`config.mk`:
```
export PLATFORM = sky130hd
export DESIGN_NAME = fetchStage3
export DESIGN_NICKNAME = d
export VERILOG_FILES = /design/src/hdl/fetchPkg.sv /design/src/hdl/predictPkg.sv /design/src/hdl/predecoder.sv /design/src/hdl/fetchPipeReg.sv /design/src/hdl/branchResolve.sv /design/src/hdl/fetchStage3.sv
export VERILOG_INCLUDE_DIRS = /design/src /design/src/include
export SDC_FILE = /design/constraint.sdc
export NUM_CORES = 1
export LEC_CHECK = 0
export BUFFER_PORTS_ARGS = -buffer_cell sky130_fd_sc_hd__clkbuf_2
export CAP_MARGIN = 20
export CORE_AREA = 2 2 202 204
export CTS_BUF_LIST = sky130_fd_sc_hd__clkbuf_16
export CTS_CLUSTER_SIZE = 30
export DETAILED_ROUTE_END_ITERATION = 12
export DIE_AREA = 0 0 204 206
export GPL_TIMING_DRIVEN = 0
export PLACE_DENSITY_LB_ADDON = 0.2
export SYNTH_ARGS = -nofsm -noshare
export SYNTH_HDL_FRONTEND = slang
export SYNTH_HIERARCHICAL = 1
export SYNTH_SLANG_ARGS = --single-unit
```
`constraint.sdc`:
```
create_clock -name clk -period 7.5 [get_ports clk]
set_input_delay 0.375 -clock clk [delete_from_list [all_inputs] [get_ports clk]]
set_output_delay 0.375 -clock clk [all_outputs]
set_load 0.02 [all_outputs]
```
`src/include/frontendParams_params.svh`:
```
`ifndef FRONTEND_PARAMS_SVH
`define FRONTEND_PARAMS_SVH

`define ADDR_W 32

`define INST_W 32

// pc + 8 steps over the delay slot
`define FALL_OFFSET 8

// counter value for a fresh NLP entry
`define BIM_WEAK_NT 2'b01

`endif

```
`src/hdl/fetchPkg.sv`:
```
`default_nettype none
`include "frontendParams_params.svh"

package fetchPkg;

    // one instruction slot as it leaves stage 2
    typedef struct packed {
        logic               valid;
        logic [`ADDR_W-1:0] pc;
        logic [`INST_W-1:0] inst;
        logic               nlpValid;    // next-line predictor hit
        logic               nlpTaken;
        logic [`ADDR_W-1:0] nlpTarget;
        logic [1:0]         nlpBimState;
    } fetchSlot;

    typedef struct packed {
        logic               isJ;     // any jump, jr included
        logic               isBr;    // conditional branch
        logic               isJr;    // register jump
        logic [`ADDR_W-1:0] target;  // static target, not valid for jr
    } predecodeInfo;

endpackage

`default_nettype wire

```
`src/hdl/predictPkg.sv`:
```
`default_nettype none
`include "frontendParams_params.svh"

package predictPkg;

    typedef struct packed {
        logic valid;
        logic taken;
    } bpdInfo;

    // training write back to the NLP
    typedef struct packed {
        logic               valid;
        logic [`ADDR_W-1:0] pc;
        logic [`ADDR_W-1:0] target;
        logic [1:0]         bimState;
        logic               shouldTake;
    } nlpUpdate;

endpackage

`default_nettype wire

```
`src/hdl/predecoder.sv`:
```
`timescale 1ns/1ps
`default_nettype none
`include "frontendParams_params.svh"

module predecoder (
    input  wire logic [`ADDR_W-1:0] pc,
    input  wire logic [`INST_W-1:0] inst,
    input  wire logic               valid,
    output fetchPkg::predecodeInfo  info
);
    logic [5:0]         opcode;
    logic [4:0]         rt;
    logic [5:0]         funct;
    logic [`ADDR_W-1:0] pcPlus4;
    logic [`ADDR_W-1:0] jumpTarget;
    logic [`ADDR_W-1:0] branchTarget;
    logic               isJImm;
    logic               isJReg;
    logic               isBranch;

    assign opcode  = inst[31:26];
    assign rt      = inst[20:16];
    assign funct   = inst[5:0];
    assign pcPlus4 = pc + 4;

    assign jumpTarget   = {pcPlus4[`ADDR_W-1:28], inst[25:0], 2'b00};  // region of pc+4
    assign branchTarget = pcPlus4 + {{(`ADDR_W-18){inst[15]}}, inst[15:0], 2'b00};

    assign isJImm = (opcode == 6'b000010) || (opcode == 6'b000011);  // j, jal
    assign isJReg = (opcode == 6'b000000) &&
                    ((funct == 6'b001000) || (funct == 6'b001001));  // jr, jalr

    // beq bne blez bgtz, then bltz bgez bltzal bgezal
    assign isBranch = (opcode[5:2] == 4'b0001) ||
                      ((opcode == 6'b000001) && (rt[3:1] == 3'b000));

    always_comb begin
        info.isJ    = valid && (isJImm || isJReg);
        info.isJr   = valid && isJReg;
        info.isBr   = valid && isBranch;
        info.target = isBranch ? branchTarget : jumpTarget;
    end

endmodule

`default_nettype wire

```
`src/hdl/fetchPipeReg.sv`:
```
`timescale 1ns/1ps
`default_nettype none

module fetchPipeReg (
    input  wire logic               clk,
    input  wire logic               rstN,
    input  wire logic               pause,
    input  wire logic               flush,
    input  wire fetchPkg::fetchSlot in0,
    input  wire fetchPkg::fetchSlot in1,
    output fetchPkg::fetchSlot      stage0,
    output fetchPkg::fetchSlot      stage1
);
    fetchPkg::fetchSlot [1:0] pairQ;
    logic [1:0]               validQ;

    always_ff @(posedge clk or negedge rstN) begin
        if (!rstN) begin
            validQ <= '0;
        end else if (flush) begin
            validQ <= '0;  // flush wins over pause
        end else if (!pause) begin
            validQ <= {in1.valid, in0.valid};
        end
    end

    always_ff @(posedge clk) begin
        if (!pause) begin
            pairQ <= {in1, in0};
        end
    end

    always_comb begin
        stage0       = pairQ[0];
        stage0.valid = validQ[0];
        stage1       = pairQ[1];
        stage1.valid = validQ[1];
    end

endmodule

`default_nettype wire

```
`src/hdl/branchResolve.sv`:
```
`timescale 1ns/1ps
`default_nettype none
`include "frontendParams_params.svh"

module branchResolve (
    input  wire logic                   clk,
    input  wire logic                   rstN,
    input  wire logic                   pause,
    input  wire logic                   flush,
    input  wire fetchPkg::fetchSlot     stage0,
    input  wire fetchPkg::fetchSlot     stage1,
    input  wire fetchPkg::predecodeInfo pre0,
    input  wire fetchPkg::predecodeInfo pre1,
    input  wire predictPkg::bpdInfo     bpd0,
    input  wire predictPkg::bpdInfo     bpd1,
    output logic                        out0Valid,
    output logic [`ADDR_W-1:0]          out0Pc,
    output logic [`INST_W-1:0]          out0Inst,
    output logic                        out0PredTaken,
    output logic [`ADDR_W-1:0]          out0PredAddr,
    output logic                        out1Valid,
    output logic [`ADDR_W-1:0]          out1Pc,
    output logic [`INST_W-1:0]          out1Inst,
    output logic                        out1PredTaken,
    output logic [`ADDR_W-1:0]          out1PredAddr,
    output logic                        redirect,
    output logic [`ADDR_W-1:0]          redirectPc,
    output logic                        flushReq,
    output logic                        nlpUpdValid,
    output logic [`ADDR_W-1:0]          nlpUpdPc,
    output logic [`ADDR_W-1:0]          nlpUpdTarget,
    output logic [1:0]                  nlpUpdBimState,
    output logic                        nlpUpdShouldTake
);
    fetchPkg::fetchSlot     slot [2];
    fetchPkg::predecodeInfo pre  [2];
    predictPkg::bpdInfo     bpd  [2];
    logic [`ADDR_W-1:0]     predAddr [2];
    logic [`ADDR_W-1:0]     fixPc    [2];
    logic [1:0]             live;
    logic [1:0]             jumpTaken;
    logic [1:0]             predTaken;
    logic [1:0]             nlpTaken;
    logic [1:0]             missTaken;
    logic [1:0]             missFall;
    logic [1:0]             missTarget;
    logic [1:0]             eligible;
    logic                   mismatch0;
    logic                   startWait;
    logic                   waitDs;
    logic                   lastWaitDs;
    logic [`ADDR_W-1:0]     waitTarget;
    logic                   updSel;
    predictPkg::nlpUpdate   upd;

    assign slot[0] = stage0;
    assign slot[1] = stage1;
    assign pre[0]  = pre0;
    assign pre[1]  = pre1;
    assign bpd[0]  = bpd0;
    assign bpd[1]  = bpd1;

    // slot 1 is dead while waiting on the delay slot and one cycle after
    assign live[0] = slot[0].valid;
    assign live[1] = slot[1].valid && !(waitDs || lastWaitDs);

    for (genvar i = 0; i < 2; i++) begin : gSlot
        assign predAddr[i]  = pre[i].isJr ? slot[i].nlpTarget : pre[i].target;
        assign jumpTaken[i] = pre[i].isJ && !(pre[i].isJr && !slot[i].nlpValid);
        assign predTaken[i] = !slot[i].valid ? 1'b0 :
                              jumpTaken[i]   ? 1'b1 :
                              !pre[i].isBr   ? 1'b0 :
                              bpd[i].valid   ? bpd[i].taken :
                              slot[i].nlpValid && slot[i].nlpTaken;
        assign nlpTaken[i]   = slot[i].valid && slot[i].nlpValid && slot[i].nlpTaken;
        assign missTaken[i]  = predTaken[i] && !nlpTaken[i];
        assign missFall[i]   = !predTaken[i] && nlpTaken[i];
        assign missTarget[i] = predTaken[i] && nlpTaken[i] &&
                               (predAddr[i] != slot[i].nlpTarget);
        assign fixPc[i]      = missFall[i] ? slot[i].pc + `FALL_OFFSET : predAddr[i];
        assign eligible[i]   = live[i] && (bpd[i].valid || jumpTaken[i]);
    end

    assign mismatch0 = missTaken[0] || missFall[0] || missTarget[0];
    assign startWait = !waitDs && !mismatch0 && live[1] &&
                       (missTaken[1] || missTarget[1] ||
                        (missFall[1] && (pre[1].isJ || pre[1].isBr)));

    always_comb begin
        redirect   = 1'b0;
        redirectPc = '0;
        if (!pause && !flush) begin
            if (waitDs) begin
                redirect   = slot[0].valid;  // delay slot has arrived
                redirectPc = waitTarget;
            end else if (mismatch0) begin
                redirect   = 1'b1;
                redirectPc = fixPc[0];
            end
        end
    end

    assign flushReq = redirect;

    always_ff @(posedge clk or negedge rstN) begin
        if (!rstN) begin
            waitDs     <= 1'b0;
            lastWaitDs <= 1'b0;
        end else if (flush) begin
            waitDs     <= 1'b0;
            lastWaitDs <= 1'b0;
        end else if (!pause) begin
            waitDs     <= waitDs ? !slot[0].valid : startWait;
            lastWaitDs <= waitDs;
        end
    end

    always_ff @(posedge clk) begin
        if (startWait && !pause && !flush) begin
            waitTarget <= fixPc[1];
        end
    end

    assign updSel = !eligible[0];  // oldest eligible slot trains

    always_comb begin
        upd = '0;
        if (|eligible) begin
            upd.valid      = 1'b1;
            upd.pc         = slot[updSel].pc;
            upd.target     = predAddr[updSel];
            upd.bimState   = slot[updSel].nlpValid ? slot[updSel].nlpBimState : `BIM_WEAK_NT;
            upd.shouldTake = predTaken[updSel];
        end
    end

    assign nlpUpdValid      = upd.valid;
    assign nlpUpdPc         = upd.pc;
    assign nlpUpdTarget     = upd.target;
    assign nlpUpdBimState   = upd.bimState;
    assign nlpUpdShouldTake = upd.shouldTake;

    assign out0Valid     = live[0];
    assign out0Pc        = slot[0].pc;
    assign out0Inst      = slot[0].inst;
    assign out0PredTaken = predTaken[0];
    assign out0PredAddr  = predAddr[0];
    assign out1Valid     = live[1];
    assign out1Pc        = slot[1].pc;
    assign out1Inst      = slot[1].inst;
    assign out1PredTaken = predTaken[1];
    assign out1PredAddr  = predAddr[1];

endmodule

`default_nettype wire

```
`src/hdl/fetchStage3.sv`:
```
`timescale 1ns/1ps
`default_nettype none
`include "frontendParams_params.svh"

module fetchStage3 (
    input  wire logic               clk,
    input  wire logic               rstN,
    input  wire logic               pause,
    input  wire logic               flush,
    input  wire logic               in0Valid,
    input  wire logic [`ADDR_W-1:0] in0Pc,
    input  wire logic [`INST_W-1:0] in0Inst,
    input  wire logic               in0NlpValid,
    input  wire logic               in0NlpTaken,
    input  wire logic [`ADDR_W-1:0] in0NlpTarget,
    input  wire logic [1:0]         in0NlpBimState,
    input  wire logic               in1Valid,
    input  wire logic [`ADDR_W-1:0] in1Pc,
    input  wire logic [`INST_W-1:0] in1Inst,
    input  wire logic               in1NlpValid,
    input  wire logic               in1NlpTaken,
    input  wire logic [`ADDR_W-1:0] in1NlpTarget,
    input  wire logic [1:0]         in1NlpBimState,
    input  wire logic               bpd0Valid,
    input  wire logic               bpd0Taken,
    input  wire logic               bpd1Valid,
    input  wire logic               bpd1Taken,
    output logic                    out0Valid,
    output logic [`ADDR_W-1:0]      out0Pc,
    output logic [`INST_W-1:0]      out0Inst,
    output logic                    out0PredTaken,
    output logic [`ADDR_W-1:0]      out0PredAddr,
    output logic                    out1Valid,
    output logic [`ADDR_W-1:0]      out1Pc,
    output logic [`INST_W-1:0]      out1Inst,
    output logic                    out1PredTaken,
    output logic [`ADDR_W-1:0]      out1PredAddr,
    output logic                    redirect,
    output logic [`ADDR_W-1:0]      redirectPc,
    output logic                    flushReq,
    output logic                    nlpUpdValid,
    output logic [`ADDR_W-1:0]      nlpUpdPc,
    output logic [`ADDR_W-1:0]      nlpUpdTarget,
    output logic [1:0]              nlpUpdBimState,
    output logic                    nlpUpdShouldTake
);
    fetchPkg::fetchSlot     in0Slot;
    fetchPkg::fetchSlot     in1Slot;
    fetchPkg::fetchSlot     stage0;
    fetchPkg::fetchSlot     stage1;
    fetchPkg::predecodeInfo pre0Info;
    fetchPkg::predecodeInfo pre1Info;
    predictPkg::bpdInfo     bpd0Info;
    predictPkg::bpdInfo     bpd1Info;

    assign in0Slot = '{valid: in0Valid, pc: in0Pc, inst: in0Inst, nlpValid: in0NlpValid,
                       nlpTaken: in0NlpTaken, nlpTarget: in0NlpTarget,
                       nlpBimState: in0NlpBimState};
    assign in1Slot = '{valid: in1Valid, pc: in1Pc, inst: in1Inst, nlpValid: in1NlpValid,
                       nlpTaken: in1NlpTaken, nlpTarget: in1NlpTarget,
                       nlpBimState: in1NlpBimState};
    assign bpd0Info = '{valid: bpd0Valid, taken: bpd0Taken};  // lines up with stage0
    assign bpd1Info = '{valid: bpd1Valid, taken: bpd1Taken};

    fetchPipeReg pipeReg (
        .clk    (clk),
        .rstN   (rstN),
        .pause  (pause),
        .flush  (flush),
        .in0    (in0Slot),
        .in1    (in1Slot),
        .stage0 (stage0),
        .stage1 (stage1)
    );

    predecoder pre0 (
        .pc    (stage0.pc),
        .inst  (stage0.inst),
        .valid (stage0.valid),
        .info  (pre0Info)
    );

    predecoder pre1 (
        .pc    (stage1.pc),
        .inst  (stage1.inst),
        .valid (stage1.valid),
        .info  (pre1Info)
    );

    branchResolve resolve (
        .clk              (clk),
        .rstN             (rstN),
        .pause            (pause),
        .flush            (flush),
        .stage0           (stage0),
        .stage1           (stage1),
        .pre0             (pre0Info),
        .pre1             (pre1Info),
        .bpd0             (bpd0Info),
        .bpd1             (bpd1Info),
        .out0Valid        (out0Valid),
        .out0Pc           (out0Pc),
        .out0Inst         (out0Inst),
        .out0PredTaken    (out0PredTaken),
        .out0PredAddr     (out0PredAddr),
        .out1Valid        (out1Valid),
        .out1Pc           (out1Pc),
        .out1Inst         (out1Inst),
        .out1PredTaken    (out1PredTaken),
        .out1PredAddr     (out1PredAddr),
        .redirect         (redirect),
        .redirectPc       (redirectPc),
        .flushReq         (flushReq),
        .nlpUpdValid      (nlpUpdValid),
        .nlpUpdPc         (nlpUpdPc),
        .nlpUpdTarget     (nlpUpdTarget),
        .nlpUpdBimState   (nlpUpdBimState),
        .nlpUpdShouldTake (nlpUpdShouldTake)
    );

endmodule

`default_nettype wire

```
==> Implementation_results.wiki <==
{| class="wikitable"
! Metric !! Value
|-
| Pin count of the biggest net entering global routing || approximately 110
|-
| Number of vias per cell after detailed routing || between 5 and 6
|-
| Sequential standard cell area || slightly above 7000 sq um
|-
| Die height || around 210 um
|-
| Predominant post-synthesis flop cell || sky130_fd_sc_hd__edfxtp_1
|-
| Tot GR Track Use || around a third
|-
| EDFF count, synth || roughly 230
|-
| Number of clock sinks seen by CTS || between 200 and 250
|-
| Overall via count from detail_route || roughly 17000
|-
| Fin Hold WS || around 11 ps
|-
| Cell at the slowest stage of the critical path || sky130_fd_sc_hd__o41ai_1
|-
| Min Clock Period, post-route || around 7000 ps
|-
| Placer's final routability congestion estimate || a little under 1
|-
| Peak supply drop || ~0.21 mV
|-
| Total nets after synthesis || roughly 2100
|-
| CTS root buffer || sky130_fd_sc_hd__clkbuf_16
|-
| Vias in the first global route || around 17000
|-
| Min-Delay Path Class || in2reg
|-
| Most frequent cell after synthesis || sky130_fd_sc_hd__edfxtp_1
|-
| Initial core utilization || between 40% and 50%
|-
| Seq cells post-synth || approximately 240
|-
| Max-slew violation count || 0
|-
| Count of buffers from port buffering || ~500
|-
| Number of DRC violations after detailed routing || 0
|-
| Final setup violation count || 0
|-
| CTS tree || done
|-
| Worst slack at placement || -146 ps
|-
| Portion of the post-synthesis area used by sequential elements || between 30% and 40%
|-
| Share of synthesized registers carrying an async set or reset || under 10%
|-
| Source-to-sink clock delay at the later pin of the worst-skew pair || between 500 and 600 ps
|-
| Detailed Route Iter0 Violations || ~1200
|-
| Leak Pwr || 0.0105 uW
|-
| Area leader, netlist || sky130_fd_sc_hd__edfxtp_1
|-
| Top area cells in the synthesized netlist || sky130_fd_sc_hd__edfxtp_1 39%, sky130_fd_sc_hd__xnor2_1 5.6%, sky130_fd_sc_hd__buf_4 5.5%
|-
| Most common cell type on the critical path || sky130_fd_sc_hd__a21o_1
|-
| Post-synth design cell area || 17800 sq um
|-
| Clock transition at the registers of the reported paths || ~60 ps
|-
| Synth warn || 6
|-
| Required time of the critical path || slightly above 7000 ps
|-
| Depth of the CTS H-tree || 1
|-
| Post-route setup slack || 374 ps
|-
| Overall die width || 204 um
|-
| Number of routed nets with antenna violations || 0
|-
| Overall power || ~4400 uW
|-
| Number of standard cells after synthesis || approximately 1800
|-
| Cell breakdown of the critical path || and4_1 > nand4_1 > or3_1 > nor2_1 > nand2_1 > xnor2_1 > ha_1 > buf_6 > a21o_1 > a221o_1 > a21o_1 > a21o_1 > a211o_1 > a311oi_2 > xnor2_1 > xor2_1 > nor4_2 > nand4_1 > o21ai_4 > and2_1 > o41ai_1 > clkbuf_2
|-
| Number of buffers created by CTS || 27
|-
| Multi-input gate area || 9290 sq um
|-
| Setup repair after global routing missed its margin || no
|-
| Worst-Margin Slew || around 1000 ps
|-
| Fillers || between 3000 and 4000
|-
| Total cell area at the placement stage || about 21000 sq um
|-
| Number of nets in the layout || 2846
|-
| Endpoints failing hold || 0
|-
| Worst Path Class, Setup || reg2out
|-
| Arrival time worst endpoint || 6750 ps
|-
| Area overhead of the layout relative to synthesis || 35.1%
|-
| Slowest Stage Delay on Critical Path || between 600 and 700 ps
|-
| Wire length of the first global-routing pass || 105 mm
|-
| Summed area of non-filler cells in the final layout || roughly 24000 sq um
|-
| Antenna violations before repair || 0
|-
| Half-perimeter wire length of the detailed placement result || between 50 and 60 mm
|-
| Worst-case headroom to the max-slew limit || around a third
|-
| Number of rows created at floorplan || 74
|-
| Area share of the largest cell type after synthesis || about two fifths
|-
| Power per Cell Area || about 180 nW/um^2
|-
| Maximum fanout along the worst path || 7
|-
| Max Cap Viol || 0
|-
| Average wire per standard cell || 23.6 um
|-
| IO Pins || slightly above 500
|-
| Share of cells above drive strength 1 || between 30% and 40%
|-
| Global route overflow || 0
|-
| Placeable core region || 40200 sq um
|-
| Max Clock Freq || roughly 140 MHz
|-
| Routed wire length || about 73 mm
|-
| Ant diodes || 0
|-
| Outcome || completed
|-
| Startpoint type of the worst setup path || flip-flop
|-
| Mapped Avg Cell Area || around 9.9 sq um
|-
| Distinct cell type count of the synthesized netlist || between 80 and 90
|-
| Worst Clk Skew || approximately 21 ps
|-
| Full die area || 42000 sq um
|-
| Maximum number of buffers from clock root to sink || 3
|-
| Most common library cells after synthesis || 232 x sky130_fd_sc_hd__edfxtp_1, 149 x sky130_fd_sc_hd__nand2_1, 130 x sky130_fd_sc_hd__buf_4, 114 x sky130_fd_sc_hd__nor2_1, 114 x sky130_fd_sc_hd__xnor2_1
|-
| DRT Pass-1 Iters || 8
|-
| Endpoint class of the critical path || output pin
|-
| Ratio of final minimum period to clock period || between 90% and 100%
|}
-- layout make-up --
cell class	count	share of cell area [%]
Buffer	196	5.34
Clock buffer	27	2.81
Clock inverter	22	0.672
Inverter	49	0.796
Multi-Input combinational cell	1323	38.6
Sequential cell	236	29.4
Tap cell	532	2.77
Timing Repair Buffer	727	19.6
-- critical path: cells and delay by family, from the launching register on --
kind / cells / cell delay, ps
compound gates: 8 / 2290
simple gates: 8 / 1830
xor+xnor: 3 / 770
flops: 1 / 540
buf+inv: 2 / 430
fa+ha+maj: 1 / 300
-- cell usage in the layout, fill, tap and decap left out, types with 35 or more instances in the layout --
cell,Yosys,final
sky130_fd_sc_hd__a21o_1,35,35
sky130_fd_sc_hd__a21oi_1,100,100
sky130_fd_sc_hd__a22o_1,60,60
sky130_fd_sc_hd__and3_1,42,42
sky130_fd_sc_hd__buf_4,130,152
sky130_fd_sc_hd__clkbuf_1,43,42
sky130_fd_sc_hd__clkbuf_2,1,509
sky130_fd_sc_hd__dlygate4sd3_1,0,196
sky130_fd_sc_hd__edfxtp_1,232,232
sky130_fd_sc_hd__ha_1,74,74
sky130_fd_sc_hd__inv_1,49,53
sky130_fd_sc_hd__mux2_2,65,65
sky130_fd_sc_hd__nand2_1,149,149
sky130_fd_sc_hd__nand3_1,58,58
sky130_fd_sc_hd__nand4_1,47,47
sky130_fd_sc_hd__nor2_1,114,113
sky130_fd_sc_hd__o21ai_0,93,92
sky130_fd_sc_hd__xnor2_1,114,114
sky130_fd_sc_hd__xor2_1,104,104
-- report_power, final --
part | switching (uW) | internal [uW]
Sequential | 157 | 1560
Combinational | 830 | 599
Clock | 562 | 721
Total | 1550 | 2880
-- metal layers --
layer / wire (um) / vias to the layer above / global-route usage [%]
li1: - / 8029 / -
met1: 29300 / 8261 / 42.4
met2: 35900 / 772 / 58.6
met3: 4890 / 158 / 3.85
met4: 3280 / 0 / 13.3
met5: 0 / - / 0
-- per-stage QoR --
stage          TNS (ps)  cells  util (%)
3_3_place_gp     -71200   2843      52.2
3_5_place_dp      -2030   2846      52.4
2_1_floorplan         0   1804         -
4_1_cts               0   3091      59.4
6_report              0   3112      59.8
5_1_grt               0   3112      59.8
-- kinds of logic after synthesis --
kind of cell / Yosys count / synth area share (%)
compound gates: 412 / 15.8
xor+xnor: 218 / 10.7
fa+ha+maj: 76 / 5.43
buf+inv: 245 / 8.24
flops: 236 / 39.7
mux: 85 / 5.24
simple gates: 532 / 14.8
-- timing repair --
item,CTS,global route
setup endpoints to repair,47,46
gates resized for setup,3,6
hold buffers,196,0
pin swaps,0,0
hold endpoints to repair,199,0
buffers inserted,0,21
-- state kept, by name, indices dropped and copies added, names as in the netlist --
| signal | cells |
|---|---|
| pipeReg/stage0 | 100 |
| pipeReg/stage1 | 100 |
| resolve/waitTarget | 32 |
| pipeReg/validQ | 2 |
| resolve/lastWaitDs | 1 |
| resolve/waitDs | 1 |
-- final timing paths --
check,start,endpoint,slack [ps],cells past startpoint
worst max-delay path,pipeReg/stage0[77],redirectPc[30],370,22
worst min register to register,resolve/lastWaitDs,resolve/lastWaitDs,590,2
max in group asynchronous,rstN,resolve/lastWaitDs,7220,2
worst max register to register,pipeReg/stage1[73],resolve/waitTarget[25],580,24
worst min-delay path,in0Inst[12],pipeReg/stage0[48],10,1
min in group asynchronous,rstN,pipeReg/validQ[0],150,2
(Power assumes the default switching activity.)
